File: config.mk
export PLATFORM = sky130hd
export DESIGN_NAME = fetch_frontend
export DESIGN_NICKNAME = d
export VERILOG_FILES = /design/src/hw/fetch_pkg.sv /design/src/hw/fetch_frontend.sv /design/src/hw/rv32i_decode.sv /design/src/hw/pc_gen.sv /design/src/hw/fetch_queue.sv
export VERILOG_INCLUDE_DIRS = /design/src /design/src/hw
export SDC_FILE = /design/constraint.sdc
export NUM_CORES = 1
export LEC_CHECK = 0
export ABC_CLOCK_PERIOD_IN_PS = 8200
export BUFFER_PORTS_ARGS = -buffer_cell sky130_fd_sc_hd__clkbuf_2
export CAP_MARGIN = 20
export CORE_ASPECT_RATIO = 1.75
export CORE_MARGIN = 2
export CORE_UTILIZATION = 52
export DETAILED_ROUTE_END_ITERATION = 7
export PLACE_DENSITY_LB_ADDON = 0.25
export SLEW_MARGIN = 20
export SYNTH_ARGS = -nofsm -noshare
export SYNTH_HDL_FRONTEND = slang
export SYNTH_SLANG_ARGS = --single-unit
File: constraint.sdc
create_clock -name clk -period 8.2 [get_ports clk]
set_input_delay 0.82 -clock clk [delete_from_list [all_inputs] [get_ports clk]]
set_output_delay 0.82 -clock clk [all_outputs]
set_load 0.01 [all_outputs]
File: src/hw/fetch_consts.svh
`ifndef FETCH_CONSTS_SVH
`define FETCH_CONSTS_SVH

// width of pc and instruction word
`define XLEN 32

// first fetch address after reset
`define RESET_PC 32'h0000_0100

// fetch queue sits between pc_gen and decode
`define FQ_DEPTH 8

// decoded queue feeds the issue stage
`define DQ_DEPTH 4

`endif
File: src/hw/fetch_pkg.sv
`include "fetch_consts.svh"

package fetch_pkg;

	// rv32i major opcodes with the low two bits always 2'b11
	typedef enum logic [6:0] {
		op_lui    = 7'b0110111,
		op_auipc  = 7'b0010111,
		op_jal    = 7'b1101111,
		op_jalr   = 7'b1100111,
		op_branch = 7'b1100011,
		op_load   = 7'b0000011,
		op_store  = 7'b0100011,
		op_imm    = 7'b0010011,
		op_op     = 7'b0110011,
		op_system = 7'b1110011
	} opcode_t;

	// raw word tagged with the pc it was fetched from
	typedef struct packed {
		logic [`XLEN-1:0] pc;
		logic [`XLEN-1:0] instr;
	} pci_t;

	// decoded fields handed to the issue stage
	typedef struct packed {
		logic [`XLEN-1:0] pc;
		opcode_t opcode;
		logic [4:0] rd;
		logic [4:0] rs1;
		logic [4:0] rs2;
		logic [2:0] funct3;
		logic [6:0] funct7;
		logic [`XLEN-1:0] imm;
		logic illegal;
	} dec_t;

endpackage

File: src/hw/fetch_frontend.sv
`timescale 1ns/100ps
`include "fetch_consts.svh"

module fetch_frontend (
	input logic clk,
	input logic rst,
	input logic redirect_valid,
	input logic [`XLEN-1:0] redirect_pc,
	output logic imem_req,
	output logic [`XLEN-1:0] imem_addr,
	input logic imem_rvalid,
	input logic [`XLEN-1:0] imem_rdata,
	output logic dec_valid,
	input logic dec_ready,
	output logic [`XLEN-1:0] dec_pc,
	output fetch_pkg::opcode_t dec_opcode,
	output logic [4:0] dec_rd,
	output logic [4:0] dec_rs1,
	output logic [4:0] dec_rs2,
	output logic [2:0] dec_funct3,
	output logic [6:0] dec_funct7,
	output logic [`XLEN-1:0] dec_imm,
	output logic dec_illegal
);

	import fetch_pkg::*;

	localparam int FQ_CW = $clog2(`FQ_DEPTH + 1);

	pci_t fq_wdata;
	pci_t fq_rdata;
	logic fq_push;
	logic fq_pop;
	logic fq_empty;
	logic [FQ_CW-1:0] fq_count;

	dec_t dq_wdata;
	dec_t dq_rdata;
	logic dq_push;
	logic dq_pop;
	logic dq_empty;
	logic dq_full;

	pc_gen pc_gen0 (
		.clk(clk),
		.rst(rst),
		.redirect_valid(redirect_valid),
		.redirect_pc(redirect_pc),
		.fq_count(fq_count),
		.imem_req(imem_req),
		.imem_addr(imem_addr),
		.imem_rvalid(imem_rvalid),
		.imem_rdata(imem_rdata),
		.fq_push(fq_push),
		.fq_wdata(fq_wdata)
	);

	// pc_gen paces requests by count so this queue never overflows
	fetch_queue #(.payload_t(pci_t), .depth(`FQ_DEPTH)) fq0 (
		.clk(clk),
		.rst(rst),
		.flush(redirect_valid),
		.push(fq_push),
		.pop(fq_pop),
		.wdata(fq_wdata),
		.rdata(fq_rdata),
		.empty(fq_empty),
		.full(),
		.count(fq_count)
	);

	rv32i_decode decode0 (
		.fq_rdata(fq_rdata),
		.fq_empty(fq_empty),
		.fq_pop(fq_pop),
		.dq_full(dq_full),
		.dq_push(dq_push),
		.dq_wdata(dq_wdata)
	);

	fetch_queue #(.payload_t(dec_t), .depth(`DQ_DEPTH)) dq0 (
		.clk(clk),
		.rst(rst),
		.flush(redirect_valid),
		.push(dq_push),
		.pop(dq_pop),
		.wdata(dq_wdata),
		.rdata(dq_rdata),
		.empty(dq_empty),
		.full(dq_full),
		.count()
	);

	// issue handshake on the decoded queue head
	assign dec_valid = !dq_empty;
	assign dq_pop = dec_valid && dec_ready;

	assign dec_pc = dq_rdata.pc;
	assign dec_opcode = dq_rdata.opcode;
	assign dec_rd = dq_rdata.rd;
	assign dec_rs1 = dq_rdata.rs1;
	assign dec_rs2 = dq_rdata.rs2;
	assign dec_funct3 = dq_rdata.funct3;
	assign dec_funct7 = dq_rdata.funct7;
	assign dec_imm = dq_rdata.imm;
	assign dec_illegal = dq_rdata.illegal;

endmodule

File: src/hw/rv32i_decode.sv
`timescale 1ns/100ps
`include "fetch_consts.svh"

module rv32i_decode (
	input fetch_pkg::pci_t fq_rdata,
	input logic fq_empty,
	output logic fq_pop,
	input logic dq_full,
	output logic dq_push,
	output fetch_pkg::dec_t dq_wdata
);

	import fetch_pkg::*;

	logic [`XLEN-1:0] instr;
	logic [`XLEN-1:0] imm;
	logic known_op;
	logic low_bits_ok;

	assign instr = fq_rdata.instr;

	// one instruction moves whenever both queues allow it
	assign fq_pop = !fq_empty && !dq_full;
	assign dq_push = fq_pop;

	assign low_bits_ok = (instr[1:0] == 2'b11);

	// immediate by format
	always_comb begin
		known_op = 1'b1;
		imm = '0;
		case (instr[6:0])
			op_lui, op_auipc: begin
				imm = {instr[31:12], 12'b0};
			end
			op_jal: begin
				imm = {{11{instr[31]}}, instr[31], instr[19:12], instr[20],
					instr[30:21], 1'b0};
			end
			op_jalr, op_load, op_imm: begin
				imm = {{20{instr[31]}}, instr[31:20]};
			end
			op_store: begin
				imm = {{20{instr[31]}}, instr[31:25], instr[11:7]};
			end
			op_branch: begin
				imm = {{19{instr[31]}}, instr[31], instr[7], instr[30:25],
					instr[11:8], 1'b0};
			end
			op_op, op_system: begin
				// r-type and system carry no immediate
				imm = '0;
			end
			default: begin
				known_op = 1'b0;
			end
		endcase
	end

	// fixed field positions and an illegal word still passes through
	always_comb begin
		dq_wdata.pc = fq_rdata.pc;
		dq_wdata.opcode = opcode_t'(instr[6:0]);
		dq_wdata.rd = instr[11:7];
		dq_wdata.rs1 = instr[19:15];
		dq_wdata.rs2 = instr[24:20];
		dq_wdata.funct3 = instr[14:12];
		dq_wdata.funct7 = instr[31:25];
		dq_wdata.imm = imm;
		dq_wdata.illegal = !known_op || !low_bits_ok;
	end

endmodule

File: src/hw/pc_gen.sv
`timescale 1ns/100ps
`include "fetch_consts.svh"

module pc_gen (
	input logic clk,
	input logic rst,
	input logic redirect_valid,
	input logic [`XLEN-1:0] redirect_pc,
	input logic [$clog2(`FQ_DEPTH+1)-1:0] fq_count,
	output logic imem_req,
	output logic [`XLEN-1:0] imem_addr,
	input logic imem_rvalid,
	input logic [`XLEN-1:0] imem_rdata,
	output logic fq_push,
	output fetch_pkg::pci_t fq_wdata
);

	localparam int CNT_W = $clog2(`FQ_DEPTH + 1);

	logic [`XLEN-1:0] fetch_pc;
	logic [`XLEN-1:0] req_pc;
	logic [CNT_W:0] occupancy;
	logic has_space;
	logic live;

	// queue entries plus the response landing this cycle
	assign occupancy = {1'b0, fq_count} + (CNT_W+1)'(imem_rvalid);
	assign has_space = (occupancy < (CNT_W+1)'(`FQ_DEPTH));

	// no request while the queues are being flushed
	assign imem_req = live && has_space && !redirect_valid;
	assign imem_addr = fetch_pc;

	// memory answers one cycle later while req_pc still holds that address
	assign fq_push = imem_rvalid;
	assign fq_wdata = '{pc: req_pc, instr: imem_rdata};

	always_ff @(posedge clk) begin
		if (rst) begin
			fetch_pc <= `RESET_PC;
			live <= 1'b0;
		end else begin
			live <= 1'b1;
			if (redirect_valid) begin
				fetch_pc <= redirect_pc;
			end else if (imem_req) begin
				fetch_pc <= fetch_pc + `XLEN'(4);
			end
		end
	end

	// tag of the outstanding request
	always_ff @(posedge clk) begin
		if (imem_req) begin
			req_pc <= fetch_pc;
		end
	end

endmodule

File: src/hw/fetch_queue.sv
`timescale 1ns/100ps

module fetch_queue #(
	parameter type payload_t = logic [31:0],
	parameter int depth = 8
) (
	input logic clk,
	input logic rst,
	input logic flush,
	input logic push,
	input logic pop,
	input payload_t wdata,
	output payload_t rdata,
	output logic empty,
	output logic full,
	output logic [$clog2(depth+1)-1:0] count
);

	localparam int PTR_W = (depth > 1) ? $clog2(depth) : 1;
	localparam int CNT_W = $clog2(depth + 1);

	payload_t mem [depth];
	logic [PTR_W-1:0] head;
	logic [PTR_W-1:0] tail;
	logic do_push;
	logic do_pop;

	// pointer increment that also works for non power of two depths
	function automatic logic [PTR_W-1:0] wrap_inc(input logic [PTR_W-1:0] ptr);
		if (ptr == PTR_W'(depth - 1)) begin
			return '0;
		end
		return ptr + PTR_W'(1);
	endfunction

	assign empty = (count == '0);
	assign full = (count == CNT_W'(depth));

	// guard against a producer or consumer breaking the protocol
	assign do_push = push && !full;
	assign do_pop = pop && !empty;

	// head entry is visible one cycle after its push
	assign rdata = mem[head];

	always_ff @(posedge clk) begin
		if (rst || flush) begin
			head <= '0;
			tail <= '0;
			count <= '0;
		end else begin
			if (do_push) begin
				tail <= wrap_inc(tail);
			end
			if (do_pop) begin
				head <= wrap_inc(head);
			end
			case ({do_push, do_pop})
				2'b10: count <= count + CNT_W'(1);
				2'b01: count <= count - CNT_W'(1);
				default: count <= count;
			endcase
		end
	end

	// storage array
	always_ff @(posedge clk) begin
		if (do_push) begin
			mem[tail] <= wdata;
		end
	end

endmodule

==> results of run 1 <==
==> routing by layer <==
layer,wire length (um),vias up
li1,-,7438
met3,4060,134
met1,28100,8941
met5,13,-
met4,2460,2
met2,40600,572
==> cells by family (layout without fill, tap and decap cells) <==
group | count (synthesis) | count (layout) | share of synthesized area, %
AOI/OAI and AO/OA | 80 | 80 | 1.46
DFF | 987 | 987 | 78.0
muxes | 300 | 300 | 15.8
and+or+nand+nor | 168 | 168 | 2.22
other | 0 | 3 | 0
buffers and inverters | 109 | 411 | 1.27
adders and majority gates | 16 | 16 | 0.577
xor gates and xnor gates | 28 | 28 | 0.657
==> through the flow <==
step	std cells	power, mW
after detailed placement	2763	6.78
after global routing	2916	10.8
after global placement	2763	6.75
after CTS	2912	10.6
final	2917	10.5
after floorplan	1688	6.45
==> power by group through the flow <==
stage | Clock, mW | Combinational [mW] | Sequential [mW]
after global placement | 0 | 0.820 | 5.93
after global routing | 4.10 | 0.900 | 5.85
after floorplan | 0 | 0.531 | 5.91
after CTS | 3.92 | 0.843 | 5.83
after detailed placement | 0 | 0.840 | 5.94
final | 3.84 | 0.825 | 5.83
==> how the worst min path moves through the flow <==
stage / start / endpoint / slack (ns) / cells past startpoint
2_1_floorplan: dq0.head[1] / flop / 0.45 / 2
3_3_place_gp: dq0.head[1] / flop / 0.46 / 2
3_5_place_dp: pc_gen0.imem_addr[1] / pc_gen0.req_pc[1] / 0.47 / 0
4_1_cts: redirect_pc[16] / pc_gen0.imem_addr[16] / 0.38 / 3
5_1_grt: redirect_pc[8] / pc_gen0.imem_addr[8] / 0.41 / 3
6_report: redirect_pc[16] / pc_gen0.imem_addr[16] / 0.41 / 3
==> cell usage in the layout, fill, tap and decap left out, drive strengths merged, types with 2 or more instances in the layout <==
master    count
diode         3
o2bb2ai       4
bufinv        5
mux2i        34
nand2b        5
clkinv       30
or3           9
mux2         41
a211oi       14
and3          6
edfxtp      932
nor4          3
fa            2
o21ai        31
clkbuf      307
xnor2        14
nand3        11
nor2         60
and4          3
and2          8
clkinvlp      3
buf          26
nor3         16
ha           14
nand4         8
inv          40
xor2         14
mux4        225
a311oi        6
a21oi        20
dfxtp        55
nand2        34
==> cell type report <==
| class | instances | area (um2) | area share, % |
|---|---|---|---|
| inverters | 37 | 139 | 0.330 |
| repair buffers | 225 | 1220 | 2.89 |
| well taps | 924 | 1160 | 2.75 |
| diodes | 3 | 7.51 | 0.0178 |
| multi-input cells | 592 | 7810 | 18.6 |
| clock inverters | 41 | 355 | 0.845 |
| flip-flops and latches | 987 | 29100 | 69.2 |
| clock buffers | 108 | 2280 | 5.41 |
==> state kept, by name, indices dropped and copies added, names as in the netlist, named ones only <==
name and count:
dq0.count 3, pc_gen0.req_pc 32, fq0.tail 3, fq0.mem 512, dq0.mem 388, pc_gen0.imem_addr 32, fq0.count 4, fq0.head 3
dq0.head 2, pc_gen0.live 1, dq0.tail 2
==> worst reg2reg max path: cells and delay by family, from the launching register on <==
| kind | cells | cell delay (ns) |
|---|---|---|
| AO/OA/AOI/OAI | 2 | 0.28 |
| flip-flops | 1 | 0.81 |
| buffers and inverters | 3 | 1.98 |
| multiplexers | 2 | 0.95 |
==> summary.md, run 1 <==
| Metric | Value |
|---|---|
| Max Cap Violations | `0` |
| Slew headroom | `30.6%` |
| Vias per inst | `5.86` |
| Top-count cell post-synth | `edfxtp_1` |
| Ports | `200` |
| Placed cell area | `0.0394 mm2` |
| CTS clk-pin slew, worst paths | `0.06 ns` |
| Antenna violations before repair | `6` |
| Synth top area share | `75.0%` |
| Crit. path cell count | `7` |
| Drt wl/cell | `25.8 um` |
| Mapped cell area | `0.0373 mm2` |
| Largest net degree at the start of global routing | `68` |
| Final HPWL DP | `44.7 mm` |
| End of the critical path | `dq0.mem[2][1]` |
| Post-synth cell types | `50` |
| Slew @ Worst Pin | `1.04 ns` |
| RSZ-0062 raised after global routing | `no` |
| Critical path arrival | `4.65 ns` |
| Final Hold Fails | `0` |
| Die ar. | `0.0740 mm2` |
| Lkg Pwr | `13.4 nW` |
| Critical path's slowest cell | `buf_4` |
| CTS tree | `yes` |
| First-pass GRT wire length | `113 mm` |
| Hold Slack | `0.413 ns` |
| Fmax | `233 MHz` |
| Final setup violation count | `0` |
| Switching part of the total | `21.7%` |
| Buf+Inv Stages, Crit Path | `3` |
| VDD IR max | `0.142 mV` |
| GR Layer Usage met3 | `3.24%` |
| R2R Setup Slk | `3.90 ns` |
| CP most frequent cell | `buf_4` |
| Yosys reg bits | `987` |
| Post-Layout Inst Area | `0.0421 mm2` |
| Startpoint Class | `flop` |
| Hold Crit Class | `primary input to flop` |
| Req. time, crit path | `8.55 ns` |
| Synth cell count leaders | `edfxtp_1 (932), mux4_2 (225), nor2_1 (60), dfxtp_1 (55), mux2_2 (41)` |
| Clock share of power | `36.6%` |
| Mapped Cells | `1688` |
| Sequential area share after synthesis | `78.0%` |
| Clock sink total | `987` |
| Num rows | `130` |
| Sequential share of power | `55.5%` |
| Post-cts sizing count | `0` |
| P_int | `8.22 mW` |
| Final Util | `58.9%` |
| Worst setup margin | `3.90 ns` |
| Final global-route overflow total | `0` |
| Total GRT Usage | `21.0%` |
| Crit path kind | `flop to flop` |
| CP endpoint kind | `flop` |
| Crit-path cells | `buf_4, buf_4, mux4_2, mux2i_1, inv_1, o21ai_0, o21ai_1` |
| Post-route ant nets | `0` |
| Worst R2R End | `dq0.mem[2][1]` |
| TNS Setup | `0 ns` |
| Synth async-reset ratio | `0%` |
| Vias in the first global route | `18200` |
| Area grow syn2layout | `12.8%` |
| Max incr delay on CP | `0.91 ns` |
| Layout cells sized above 1 | `32.5%` |
| Slew Viols, Final | `0` |
| Post-synth EDFFs | `932` |
| GRT met1 Usage | `25.4%` |
| Fill cells | `5066` |
| Met2 Usage GRT | `37.8%` |
| Synth area leaders | `edfxtp_1 (75%), mux4_2 (14%), dfxtp_1 (3.0%), mux2_2 (1.2%), mux2i_1 (0.80%)` |
| CTS Buf Count | `85` |
| Logic pwr share | `7.9%` |
| Initial Utilization | `52.2%` |
| Die W | `206 um` |
| Power per standard cell area | `249 mW/mm2` |
| IO buf count | `199` |
| Crit Path Max Fanout | `50` |
| Critical path's top delay family | `buffers and inverters` |
| Hold Buf Count CTS | `0` |
| Run status | `completed` |
| Worst reg2reg path depth | `7` |
| Final period util | `52.4%` |
| Warnings from Yosys | `0` |
| Minimum clock period | `4.30 ns` |
| Routed vias | `17100` |
| Clk root buf | `clkbuf_16` |
| Nets@finish | `2013` |
| Pre-CTS setup slack | `3.78 ns` |
| P_sw | `2.28 mW` |
| GRT Max-Usage Layer | `met2` |
| WL final | `75.2 mm` |
| DR iter-0 viols | `1187` |
| Post-Syn Nets | `1773` |
| Die Height | `358 um` |
| First-pass DRT Iterations | `5` |
| Gpl congestion | `0.764` |
| Clock Skews | `0.0227 ns` |
| Top FF cell, synth | `edfxtp_1` |
| DR DRC count | `0` |
| Leading area contributor after synthesis | `edfxtp_1` |
| Core area | `0.0714 mm2` |
| Post-CTS Setup Bufs | `0` |
| H-tree level count | `3` |
| Worst-case clock buffer depth | `3` |
| Avg Inst Size Synth | `22.1 um2` |
| Clock insertion delay at the later pin of the skew report | `0.64 ns` |
Note: power is estimated with default switching activity, not from simulation.
==> run 2: changes to the inputs <==
--- a/config.mk
+++ b/config.mk
@@ -6,7 +6,7 @@
 export SDC_FILE = /design/constraint.sdc
 export NUM_CORES = 1
 export LEC_CHECK = 0
-export ABC_CLOCK_PERIOD_IN_PS = 8200
+export ABC_CLOCK_PERIOD_IN_PS = 3700
 export BUFFER_PORTS_ARGS = -buffer_cell sky130_fd_sc_hd__clkbuf_2
 export CAP_MARGIN = 20
 export CORE_ASPECT_RATIO = 1.75
==> constraint.sdc (replaced) <==
create_clock -name clk -period 3.7 [get_ports clk]
set_input_delay 0.37 -clock clk [delete_from_list [all_inputs] [get_ports clk]]
set_output_delay 0.37 -clock clk [all_outputs]
set_load 0.01 [all_outputs]
==> run 2 against run 1 <==
Compared with the run above: non-clock buffer count is 79 higher; register-to-register slack worse by 3.2 ns; first-iteration DRC count down 10%; clock-buffer cell count up 4; critical path type unchanged; largest cell class unchanged; largest power group unchanged.
==> summary.md, run 2 (synthesis results as in run 1) <==
| Metric | Value |
|---|---|
| Fill cells | `4975` |
| Clock share of power | `37.2%` |
| Commonest cells after routing, fill and taps aside | `edfxtp_1 (932), mux4_2 (225), clkbuf_2 (199)` |
| Fmax | `335 MHz` |
| Post-cts sizing count | `0` |
| Pre-CTS setup slack | `0.706 ns` |
| Antenna violations before repair | `5` |
| Layout cells sized above 1 | `32.4%` |
| Drt wl/cell | `25.4 um` |
| Placed Cells incl. Taps | `2786` |
| Final Hold Fails | `0` |
| DR DRC count | `0` |
| Sequential share of power | `54.5%` |
| Slew Viols, Final | `0` |
| Worst reg2reg path depth | `6` |
| Final HPWL DP | `46.7 mm` |
| Run status | `completed` |
| IO buf count | `199` |
| Critical path arrival | `3.42 ns` |
| Slew headroom | `38.5%` |
| Largest reg by FF count | `fq0.mem` |
| Worst-case clock buffer depth | `3` |
| Max Cap Violations | `0` |
| P_sw | `5.14 mW` |
| Lkg Pwr | `13.8 nW` |
| Vias in the first global route | `18900` |
| Power per standard cell area | `549 mW/mm2` |
| Die ar. | `0.0740 mm2` |
| Initial Utilization | `52.2%` |
| Logic pwr share | `8.3%` |
| Worst setup margin | `0.719 ns` |
| Minimum clock period | `2.98 ns` |
| Clk root buf | `clkbuf_16` |
| Total GRT Usage | `21.5%` |
| RSZ-0062 raised after global routing | `no` |
| Area grow syn2layout | `15.6%` |
| Largest registers | `fq0.mem (512), dq0.mem (388)` |
| Commonest non-fill, non-tap cell in the layout | `edfxtp_1` |
| CTS tree | `yes` |
| Clock Skews | `0.0265 ns` |
| Slew @ Worst Pin | `0.922 ns` |
| Clock sink total | `987` |
| Post-route ant nets | `0` |
| Crit Path Max Fanout | `24` |
| Routed vias | `17500` |
| Hold depth | `3` |
| Largest net degree at the start of global routing | `61` |
| Placed cell area | `0.0398 mm2` |
| Final global-route overflow total | `0` |
| VDD IR max | `0.355 mV` |
| R2R Setup Slk | `0.72 ns` |
| Req. time, crit path | `4.14 ns` |
| Switching part of the total | `21.7%` |
| CTS clk-pin slew, worst paths | `0.07 ns` |
| Post-CTS Setup Bufs | `0` |
| Die W | `206 um` |
| Crit-path cells | `mux4_2, mux2i_4, inv_2, or4_4, a21boi_4, o21ai_1` |
| DR iter-0 viols | `1068` |
| Critical path's slowest cell | `or4_4` |
| CTS Buf Count | `84` |
| Num rows | `130` |
| Ports | `200` |
| Max incr delay on CP | `0.69 ns` |
| P_int | `18.5 mW` |
| Gpl congestion | `0.785` |
| Clock insertion delay at the later pin of the skew report | `0.65 ns` |
| CP endpoint kind | `flop` |
| Final cell count without fillers | `3003` |
| Die Height | `358 um` |
| H-tree level count | `3` |
| Nets@finish | `2091` |
| Final period util | `80.6%` |
| Max FFs per register | `512` |
| First-pass GRT wire length | `116 mm` |
| WL final | `76.4 mm` |
| Crit path kind | `flop to flop` |
| Vias per inst | `5.81` |
| Startpoint Class | `flop` |
| Core area | `0.0714 mm2` |
| First-pass DRT Iterations | `5` |
| Post-Layout Inst Area | `0.0431 mm2` |
| Hold Crit Class | `primary input to flop` |
| Final setup violation count | `0` |
run 2: cell count changes in the layout (fill, tap and decap cells not counted), moves of 4 or more:
cell	previous run	this run
buf_12	2	15
buf_4	24	32
clkbuf_1	19	23
dlygate4sd3_1	0	58
nor3_2	4	0
nor3_4	0	4
run 2: final cells by class:
cell class | instances | area [um2] | area share [%]
tap | 924 | 1160 | 2.68
sequential | 987 | 29100 | 67.5
inverter | 37 | 139 | 0.322
clock buffer | 112 | 2290 | 5.31
antenna | 3 | 7.51 | 0.0174
timing repair buffer | 304 | 2120 | 4.91
clock inverter | 44 | 472 | 1.09
multi-input combinational | 592 | 7840 | 18.2
run 2: repair_timing:
action,CTS,global route
hold endpoints to repair,228,0
hold buffers,58,0
setup endpoints to repair,0,0
run 2: critical path: cells and delay by family (launching register included):
family                 cells  cell delay (ns)
AOI/OAI and AO/OA          2             0.54
buffers and inverters      1             0.11
DFF                        1             0.63
muxes                      2             0.79
and+or+nand+nor            1             0.69
run 2: per-stage QoR:
| stage | util [%] | setup TNS [ns] | total power [mW] | hold slack (ns) |
|---|---|---|---|---|
| after detailed placement | 55.7 | 0 | 15.1 | 0.464 |
| after global routing | 60.4 | 0 | 24.5 | 0.0259 |
| after global placement | 55.7 | 0 | 15.0 | 0.460 |
| final | 60.4 | 0 | 23.7 | 0.0237 |
| after floorplan | - | -54.95 | 14.3 | 0.448 |
| after CTS | 60.4 | 0 | 23.9 | 0.00171 |
run 2: final timing paths:
check / startpoint / endpoint
worst max register to register: flop / dq0.mem[1][20]
worst max-delay path: flop / dq0.mem[1][20]
worst min register to register: pc_gen0.imem_addr[1] / pc_gen0.req_pc[1]
worst min-delay path: redirect_pc[29] / pc_gen0.imem_addr[29]
run 2: per-layer routing:
layer  global-route usage, %  up-vias  share of wire, %
li1                        -     7623                 -
met4                    6.17        2               2.2
met2                    39.8      516                56
met3                    3.04      116               4.4
met5                       0        -             0.016
met1                    25.9     9199                38
run 2: power by group through the flow:
stage | Sequential, mW | Clock [mW] | Combinational (mW)
finish | 12.9 | 8.81 | 1.96
global route | 12.9 | 9.39 | 2.14
CTS | 12.9 | 9.00 | 2.01
detailed placement | 13.1 | 0 | 1.95
global placement | 13.1 | 0 | 1.92
floorplan | 13.1 | 0 | 1.18
